==> config.mk <==
export PLATFORM = sky130hd
export DESIGN_NAME = fpir_add_unit
export DESIGN_NICKNAME = d
export VERILOG_FILES = /design/src/logic/fpir_pkg.sv /design/src/logic/fpir_aligned_if.sv /design/src/logic/fpir_add_unit.sv /design/src/logic/fpir_align.sv /design/src/logic/fpir_normalize.sv /design/src/logic/fpir_sign_combine.sv /design/src/logic/fpir_special.sv
export SDC_FILE = /design/constraint.sdc
export NUM_CORES = 1
export LEC_CHECK = 0
export BUFFER_PORTS_ARGS = -buffer_cell sky130_fd_sc_hd__buf_2
export CAP_MARGIN = 20
export CORE_MARGIN = 2
export CORE_UTILIZATION = 35
export DETAILED_ROUTE_END_ITERATION = 16
export PLACE_DENSITY = 0.54
export RECOVER_POWER = 100
export REMOVE_ABC_BUFFERS = 1
export SYNTH_ARGS = -nofsm -noshare
export SYNTH_HDL_FRONTEND = slang
export SYNTH_SLANG_ARGS = --single-unit
export TNS_END_PERCENT = 1
==> constraint.sdc <==
create_clock -name clk -period 23.2 [get_ports clk]
set_input_delay 3.48 -clock clk [delete_from_list [all_inputs] [get_ports clk]]
set_output_delay 3.48 -clock clk [all_outputs]
set_load 0.005 [all_outputs]
==> src/logic/fpir_pkg.sv <==
// FPIR field widths and value type codes
// Packed FPIR value and adder operand types
package fpir_pkg;

  // ************************************************************************
  // Field widths
  // ************************************************************************

  localparam int bw_fpir_type = 2;
  localparam int bw_exponent = 10;
  localparam int bw_significand = 24;
  localparam int bw_guard = 3;
  localparam int bw_overflow = 1;

  // Significand with guard bits appended below
  localparam int bw_significand_ext = bw_significand + bw_guard;

  // One extra bit on top for carry or sign of the raw sum
  localparam int bw_sum = bw_significand_ext + 1;

  // Shift counts run from 0 up to bw_significand_ext inclusive
  localparam int bw_shift = $clog2(bw_significand_ext + 1);

  // ************************************************************************
  // Value class
  // ************************************************************************

  typedef enum logic [bw_fpir_type-1:0] {
    fpir_normal = 2'd0,
    fpir_zero   = 2'd1,
    fpir_inf    = 2'd2,
    fpir_nan    = 2'd3
  } fpir_type_t;

  // ************************************************************************
  // FPIR value, 41 bits, most significant field first
  // ************************************************************************

  typedef struct packed {
    fpir_type_t                     kind;
    logic                           sign;
    // Unbiased, two's complement
    logic signed [bw_exponent-1:0]  exponent;
    // Leading one is explicit at the top
    logic [bw_significand-1:0]      significand;
    logic [bw_guard-1:0]            guard;
    // Set when the exponent increment wraps
    logic [bw_overflow-1:0]         overflow;
  } fpir_value_t;

  // Adder operands and raw sum
  typedef logic [bw_sum-1:0] fpir_sum_t;

endpackage

==> src/logic/fpir_aligned_if.sv <==
// Aligned operand pair passed from the align stage to the sign stage
`timescale 1ns/1ps

interface fpir_aligned_if;

  // Larger magnitude operand, untouched
  fpir_pkg::fpir_value_t big;

  // Smaller operand, already shifted to the exponent of big
  // sticky bit sits in guard[0]
  fpir_pkg::fpir_value_t little;

  // Effective operation, high when the operand signs differ
  logic sub;

  // Live item in this cycle
  logic valid;

  modport source (
    output big,
    output little,
    output sub,
    output valid
  );

  modport sink (
    input big,
    input little,
    input sub,
    input valid
  );

endinterface

==> src/logic/fpir_add_unit.sv <==
// Three stage FPIR adder/subtractor top level
// Pipeline registers, significand adder and valid chain
`timescale 1ns/1ps

module fpir_add_unit (
  input  logic                  clk,
  input  logic                  reset,
  input  logic                  in_valid,
  input  fpir_pkg::fpir_value_t a,
  input  fpir_pkg::fpir_value_t b,
  input  logic                  sub,
  output fpir_pkg::fpir_value_t result,
  output logic                  result_valid
);
  import fpir_pkg::*;

  fpir_value_t b_eff;
  logic        bypass_d;
  fpir_value_t bypass_value_d;
  logic        bypass_s1;
  fpir_value_t bypass_value_s1;
  fpir_sum_t   operand_a;
  fpir_sum_t   operand_b;
  logic        carry_in;
  fpir_sum_t   sum;
  fpir_value_t combined;
  fpir_value_t combined_s2;
  logic        bypass_s2;
  fpir_value_t bypass_value_s2;
  logic        valid_s2;
  fpir_value_t normalized;

  // Align output and its stage 1 register
  fpir_aligned_if aligned_d ();
  fpir_aligned_if aligned_q ();

  // ************************************************************************
  // Stage 1 special detection and alignment, in parallel
  // ************************************************************************

  // a - b is a + (-b)
  always_comb begin
    b_eff      = b;
    b_eff.sign = b.sign ^ sub;
  end

  fpir_special u_special (
    .a            (a),
    .b            (b_eff),
    .bypass       (bypass_d),
    .bypass_value (bypass_value_d)
  );

  fpir_align u_align (
    .a        (a),
    .b        (b),
    .sub      (sub),
    .in_valid (in_valid),
    .aligned  (aligned_d)
  );

  // ************************************************************************
  // Stage 2 sign handling around the significand adder
  // ************************************************************************

  fpir_sign_combine u_sign_combine (
    .aligned   (aligned_q),
    .operand_a (operand_a),
    .operand_b (operand_b),
    .carry_in  (carry_in),
    .sum       (sum),
    .combined  (combined)
  );

  assign sum = operand_a + operand_b + {{(bw_sum - 1){1'b0}}, carry_in};

  // ************************************************************************
  // Stage 3 normalization and bypass select
  // ************************************************************************

  fpir_normalize u_normalize (
    .combined   (combined_s2),
    .normalized (normalized)
  );

  // Valid chain, one bit per stage
  always_ff @(posedge clk) begin
    if (reset) begin
      aligned_q.valid <= 1'b0;
      valid_s2        <= 1'b0;
      result_valid    <= 1'b0;
    end else begin
      aligned_q.valid <= aligned_d.valid;
      valid_s2        <= aligned_q.valid;
      result_valid    <= valid_s2;
    end
  end

  // Data path registers
  always_ff @(posedge clk) begin
    aligned_q.big    <= aligned_d.big;
    aligned_q.little <= aligned_d.little;
    aligned_q.sub    <= aligned_d.sub;
    bypass_s1        <= bypass_d;
    bypass_value_s1  <= bypass_value_d;
    combined_s2      <= combined;
    bypass_s2        <= bypass_s1;
    bypass_value_s2  <= bypass_value_s1;
    // Special cases skip the arithmetic result
    result           <= bypass_s2 ? bypass_value_s2 : normalized;
  end

endmodule

==> src/logic/fpir_align.sv <==
// Exponent compare and operand ordering by magnitude
// Right shift of the smaller significand with sticky collection
`timescale 1ns/1ps

module fpir_align (
  input  fpir_pkg::fpir_value_t a,
  input  fpir_pkg::fpir_value_t b,
  input  logic                  sub,
  input  logic                  in_valid,
  fpir_aligned_if.source        aligned
);
  import fpir_pkg::*;

  fpir_value_t                     b_eff;
  logic                            a_larger;
  fpir_value_t                     big_op;
  fpir_value_t                     little_op;
  logic [bw_exponent:0]            exp_diff;
  logic [bw_shift-1:0]             shift_amt;
  logic [2*bw_significand_ext-1:0] shifted;
  logic                            sticky;
  fpir_value_t                     little_aligned;

  // Subtraction flips the sign of b
  always_comb begin
    b_eff      = b;
    b_eff.sign = b.sign ^ sub;
  end

  // ************************************************************************
  // Ordering
  // ************************************************************************

  // Exponent decides first, then significand with guard on a tie
  // a wins a full tie
  assign a_larger = ($signed(a.exponent) > $signed(b_eff.exponent)) ||
                    (($signed(a.exponent) == $signed(b_eff.exponent)) &&
                     ({a.significand, a.guard} >= {b_eff.significand, b_eff.guard}));

  assign big_op    = a_larger ? a : b_eff;
  assign little_op = a_larger ? b_eff : a;

  // ************************************************************************
  // Alignment shift
  // ************************************************************************

  // Sign extended difference, never negative after ordering
  assign exp_diff = {big_op.exponent[bw_exponent-1], big_op.exponent} -
                    {little_op.exponent[bw_exponent-1], little_op.exponent};

  // Beyond the full width only the sticky bit is left
  assign shift_amt = (exp_diff >= (bw_exponent + 1)'(bw_significand_ext)) ?
                     bw_shift'(bw_significand_ext) : exp_diff[bw_shift-1:0];

  // Lower half catches every bit that falls off the end
  assign shifted = {little_op.significand, little_op.guard, {bw_significand_ext{1'b0}}}
                   >> shift_amt;

  assign sticky = |shifted[bw_significand_ext-1:0];

  always_comb begin
    little_aligned          = little_op;
    little_aligned.exponent = big_op.exponent;
    {little_aligned.significand, little_aligned.guard} =
      shifted[2*bw_significand_ext-1:bw_significand_ext];
    // Sticky folds into the lowest guard bit
    little_aligned.guard[0] = shifted[bw_significand_ext] | sticky;
  end

  assign aligned.big    = big_op;
  assign aligned.little = little_aligned;
  assign aligned.sub    = a.sign ^ b_eff.sign;
  assign aligned.valid  = in_valid;

endmodule

==> src/logic/fpir_normalize.sv <==
// Leading zero count over significand and guard
// Left shift normalization, exponent adjust and zero detection
`timescale 1ns/1ps

module fpir_normalize (
  input  fpir_pkg::fpir_value_t combined,
  output fpir_pkg::fpir_value_t normalized
);
  import fpir_pkg::*;

  logic [bw_significand_ext-1:0] mag;
  logic [bw_shift-1:0]           lz_count;
  logic [bw_significand_ext-1:0] mag_shifted;
  logic                          is_zero;

  assign mag = {combined.significand, combined.guard};

  // ************************************************************************
  // Leading zero count
  // ************************************************************************

  // Scan from the top and stop counting at the first one
  // An all-zero magnitude counts the full width
  always_comb begin
    logic found;
    found    = 1'b0;
    lz_count = '0;
    for (int i = bw_significand_ext - 1; i >= 0; i--) begin
      if (!found) begin
        if (mag[i]) begin
          found = 1'b1;
        end else begin
          lz_count = lz_count + 1'b1;
        end
      end
    end
  end

  // ************************************************************************
  // Shift and result build
  // ************************************************************************

  // Brings the leading one to the top bit
  assign mag_shifted = mag << lz_count;

  assign is_zero = (mag == '0);

  always_comb begin
    if (is_zero) begin
      // Exact cancellation gives a positive zero
      normalized      = '0;
      normalized.kind = fpir_zero;
    end else begin
      normalized.kind     = combined.kind;
      normalized.sign     = combined.sign;
      // Exponent drops by one for every position shifted
      normalized.exponent = combined.exponent - bw_exponent'(lz_count);
      {normalized.significand, normalized.guard} = mag_shifted;
      normalized.overflow = '0;
    end
  end

endmodule

==> src/logic/fpir_sign_combine.sv <==
// Adder operand build from operand signs by conditional complement
// Raw sum decode back into sign and magnitude
`timescale 1ns/1ps

module fpir_sign_combine (
  fpir_aligned_if.sink          aligned,
  output fpir_pkg::fpir_sum_t   operand_a,
  output fpir_pkg::fpir_sum_t   operand_b,
  output logic                  carry_in,
  input  fpir_pkg::fpir_sum_t   sum,
  output fpir_pkg::fpir_value_t combined
);
  import fpir_pkg::*;

  logic [bw_significand_ext-1:0] big_mag;
  logic [bw_significand_ext-1:0] little_mag;
  logic                          big_neg;
  logic                          little_neg;
  logic                          carry_out;
  logic                          negate;
  fpir_sum_t                     sum_neg;
  logic [bw_significand_ext-1:0] mag;
  logic [bw_exponent:0]          exp_inc;

  assign big_mag    = {aligned.big.significand, aligned.big.guard};
  assign little_mag = {aligned.little.significand, aligned.little.guard};

  // ************************************************************************
  // Adder operands
  // ************************************************************************

  // Only the negative side of a mixed-sign pair is complemented
  // With equal signs both go in as plain magnitudes
  assign big_neg    = aligned.sub & aligned.big.sign;
  assign little_neg = aligned.sub & aligned.little.sign;

  assign operand_a = big_neg    ? ~{1'b0, big_mag}    : {1'b0, big_mag};
  assign operand_b = little_neg ? ~{1'b0, little_mag} : {1'b0, little_mag};

  // +1 turns the one's complement into two's complement
  assign carry_in = big_neg | little_neg;

  // ************************************************************************
  // Sum decode
  // ************************************************************************

  // Top bit is a carry for equal signs and a sign bit otherwise
  assign carry_out = ~aligned.sub & sum[bw_sum-1];
  assign negate    = aligned.sub & sum[bw_sum-1];

  assign sum_neg = ~sum + 1'b1;

  always_comb begin
    if (carry_out) begin
      // Carry out, drop the lowest bit
      mag = sum[bw_sum-1:1];
    end else if (negate) begin
      mag = sum_neg[bw_significand_ext-1:0];
    end else begin
      mag = sum[bw_significand_ext-1:0];
    end
  end

  // Exponent bump on carry out, sign extended to catch the wrap
  assign exp_inc = {aligned.big.exponent[bw_exponent-1], aligned.big.exponent} +
                   {{bw_exponent{1'b0}}, carry_out};

  always_comb begin
    combined.kind     = fpir_normal;
    // Shared sign for equal signs, sum sign for mixed signs
    combined.sign     = aligned.sub ? negate : aligned.big.sign;
    combined.exponent = exp_inc[bw_exponent-1:0];
    {combined.significand, combined.guard} = mag;
    // Signed overflow when the two top bits disagree
    combined.overflow = exp_inc[bw_exponent] ^ exp_inc[bw_exponent-1];
  end

endmodule

==> src/logic/fpir_special.sv <==
// Operand classification for zero, infinity and nan
// Bypass flag and bypass result for the special cases
`timescale 1ns/1ps

module fpir_special (
  input  fpir_pkg::fpir_value_t a,
  input  fpir_pkg::fpir_value_t b,
  output logic                  bypass,
  output fpir_pkg::fpir_value_t bypass_value
);
  import fpir_pkg::*;

  logic a_nan;
  logic b_nan;
  logic a_inf;
  logic b_inf;
  logic a_zero;
  logic b_zero;
  fpir_value_t nan_value;
  fpir_value_t zero_value;

  assign a_nan  = (a.kind == fpir_nan);
  assign b_nan  = (b.kind == fpir_nan);
  assign a_inf  = (a.kind == fpir_inf);
  assign b_inf  = (b.kind == fpir_inf);
  assign a_zero = (a.kind == fpir_zero);
  assign b_zero = (b.kind == fpir_zero);

  // Canonical nan, all payload fields cleared
  always_comb begin
    nan_value      = '0;
    nan_value.kind = fpir_nan;
  end

  // Zero keeps a negative sign only when both inputs are negative zeros
  always_comb begin
    zero_value      = '0;
    zero_value.kind = fpir_zero;
    zero_value.sign = a.sign & b.sign;
  end

  // Priority follows the order of the rules
  always_comb begin
    bypass       = 1'b1;
    bypass_value = a;
    if (a_nan || b_nan) begin
      bypass_value = nan_value;
    end else if (a_inf && b_inf && (a.sign != b.sign)) begin
      // inf - inf
      bypass_value = nan_value;
    end else if (a_inf) begin
      bypass_value = a;
    end else if (b_inf) begin
      bypass_value = b;
    end else if (a_zero && b_zero) begin
      bypass_value = zero_value;
    end else if (a_zero) begin
      bypass_value = b;
    end else if (b_zero) begin
      bypass_value = a;
    end else begin
      // Both normal, arithmetic path owns the result
      bypass = 1'b0;
    end
  end

endmodule

==> impl_metrics.json <==
{
  "outcome": "finished, violations left",
  "violations_in_the_final_reports": "max-capacitance violations, max-slew violations",
  "slew-limit-headroom_pct": -155.9,
  "drv.max_cap_violation_count": 6,
  "slowest_delay_ns": 0.91,
  "holdCritPathClass": "reg -> reg",
  "ys.flop_type": "dfxtp_1",
  "async_reset_ff_share_pct": 0,
  "fraction_of_final_layout_cells_sized_beyond_drive_strength_1_pct": 8.150,
  "core_area_mm2": 0.04765,
  "clk-insertion-delay-late_ns": 0.57,
  "slowest_stage": "o311ai_0",
  "track_usage_pct": 22.20,
  "unique_masters_post_synth": 89,
  "wire_length_of_the_first_global_routing_pass_um": 87580,
  "hpwl_um": 44900,
  "synth.top_cells.by_area": "dfxtp_1 28%, ha_1 7.3%, nand2_1 6.4%",
  "chipWidth_um": 223.3,
  "most_frequent_cells_after_synthesis": "289 x nand2_1, 233 x dfxtp_1, 193 x nor2_1",
  "rows": 80,
  "grt_overflow": 0,
  "htree_levels": 1,
  "yosys.cell_count.top_type": "nand2_1",
  "seq_area_frac_synth_pct": 27.70,
  "syn-instance-count": 2193,
  "cts_tree": "yes",
  "drt-wirelength-per-cell_um": 19.91,
  "holdBufCountCts": 0,
  "critical_path_class": "reg -> reg",
  "vdd_drop_max_mv": 0.06023,
  "clock_sinks": 233,
  "drt-total-wl_um": 57490,
  "die_outline_height_um": 223.3,
  "post_cts_setup_driven_buffer_insertion_count": 0,
  "floorplan.die_area_mm2": 0.04988,
  "synth-seq-cells": 233,
  "finalHoldViolCount": 0,
  "cts.root.buffer_cell": "clkbuf_16",
  "setup_repair_after_global_routing_missed_its_margin": "no",
  "drtAntennaViolNets": 0,
  "setup-tns-final_ns": 0,
  "avgViaCountPerCell": 5.625,
  "p_leak_nw": 7.924,
  "ios": 128,
  "report.final.slew_viol_count": 313,
  "worst-endpoint-required_ns": 23.66,
  "cp_data_arrival_time_ns": 17.12,
  "fin_crit_ns": 16.66,
  "cts.repair.resized": 0,
  "synthDominantAreaCellType": "dfxtp_1",
  "finalClockSkew_ns": 0.02514,
  "first_pass_iters": 6,
  "via_count": 16240,
  "fmaxAchievable_mhz": 60.02,
  "synthesis.yosys.warnings": 0,
  "number_of_buffers_created_by_cts": 26,
  "post_syn_area_per_cell_um2": 7.678,
  "starting_density_pct": 35.34,
  "number_of_antenna_violations_at_the_first_check_in_global_routing": 2,
  "timing.critical_path.from_type": "flop",
  "replace_congestion": 0.9643,
  "io_buffers": 127,
  "layout.nets": 2437,
  "clkSlewWorstSetupHoldPaths_ns": 0.06,
  "synthDominantCellAreaShare_pct": 27.70,
  "pwr_density_cell_mw_per_mm2": 115.6,
  "period_share_pct": 71.82,
  "grt_pass1_vias": 14990,
  "cp-end-kind": "flop",
  "dr.first_iter.drc_count": 1429,
  "post_synth_edffs": 0,
  "synthesis.area_mm2": 0.01684,
  "syn2layout_area_growth_pct": 11.30,
  "pin_count_of_the_biggest_net_entering_global_routing": 99,
  "critical_path.max_fanout": 27,
  "drc_violation_count_after_routing": 0,
  "timing.critical_path.max_delay_family": "compound AO/OA/AOI/OAI gates",
  "report.final.setup_viol": 0,
  "cp_most_frequent_cell": "ha_1",
  "worstMarginPinSlew_ns": 3.838,
  "postLayoutCoreUtil_pct": 39.33,
  "max-clock-path-buffers": 3,
  "buffers_and_inverters_on_the_worst_path": 3
}
placed cells by master (no fill, tap or decap), types with 23 or more instances in the layout:
cell,n
a211oi_1,45
a21oi_1,129
a22o_1,28
a22oi_1,29
buf_2,91
clkbuf_1,51
clkbuf_16,26
dfxtp_1,233
ha_1,98
inv_1,85
mux2i_1,88
nand2_1,289
nand3_1,93
nand4_1,24
nor2_1,193
nor2b_1,23
nor3_1,37
o211ai_1,25
o21ai_0,159
o22ai_1,26
xnor2_1,101
xor2_1,29
metal layers:
| layer | GRT usage, % | vias up | wire length (um) |
|---|---|---|---|
| met5 | 0 | - | 0 |
| met3 | 2.897 | 69 | 3557 |
| met4 | 5.161 | 0 | 1126 |
| met2 | 35.33 | 542 | 25660 |
| met1 | 31.80 | 7649 | 27140 |
| li1 | - | 7978 | - |
registers in the layout, indices dropped and copies added (netlist names):
signal and count:
aligned_q.big 38, bypass_s2 1, bypass_value_s2 41, aligned_q.valid 1, combined_s2 38, result 41
valid_s2 1, result_valid 1, aligned_q.sub 1, bypass_value_s1 41, bypass_s1 1, aligned_q.little 28
cells by family after synthesis:
group / Yosys count / share of synthesized area, %
AOI/OAI and AO/OA: 595 / 22.67
buffers and inverters: 204 / 4.607
and+or+nand+nor: 815 / 22.94
muxes: 99 / 5.967
DFF: 233 / 27.70
xor gates and xnor gates: 141 / 8.174
adders and majority gates: 106 / 7.936
per-stage QoR:
stage	setup slack [ns]	instance area, um^2	hold WS, ns	power, mW	instances
floorplan	9.035	16400	0.3096	1.392	2079
global placement	8.203	17970	0.3099	1.732	2836
detailed placement	7.857	17970	0.3121	1.738	2836
CTS	7.771	18860	0.3073	2.168	2884
global route	5.356	18730	0.3187	2.324	2885
finish	6.538	18740	0.3154	2.166	2887
layout make-up:
cell class	count	area, um^2
fill	5024	28910
multi-input combinational	1756	11400
sequential	233	4664
tap	615	769.5
clock buffer	33	696.9
timing repair buffer	143	676.9
inverter	90	337.8
clock inverter	15	188.9
antenna	2	5.005
worst paths after layout:
check / startpoint / cells after the start / endpoint / slack [ns]
hold / removal: bypass_value_s1[7] / 0 / bypass_value_s2[7] / 0.32
hold reg to reg: bypass_value_s1[7] / 0 / bypass_value_s2[7] / 0.32
setup / recovery: combined_s2[27] / 70 / result[36] / 6.54
setup reg to reg: combined_s2[27] / 70 / result[36] / 6.54
power breakdown:
group	switching, mW	internal [mW]	leakage, nW
clock network	0.177	0.242	0.434
registers	0.0902	0.472	1.94
logic	0.735	0.450	5.55
total	1.00	1.16	7.92
Power figures use the tool's default switching activity.
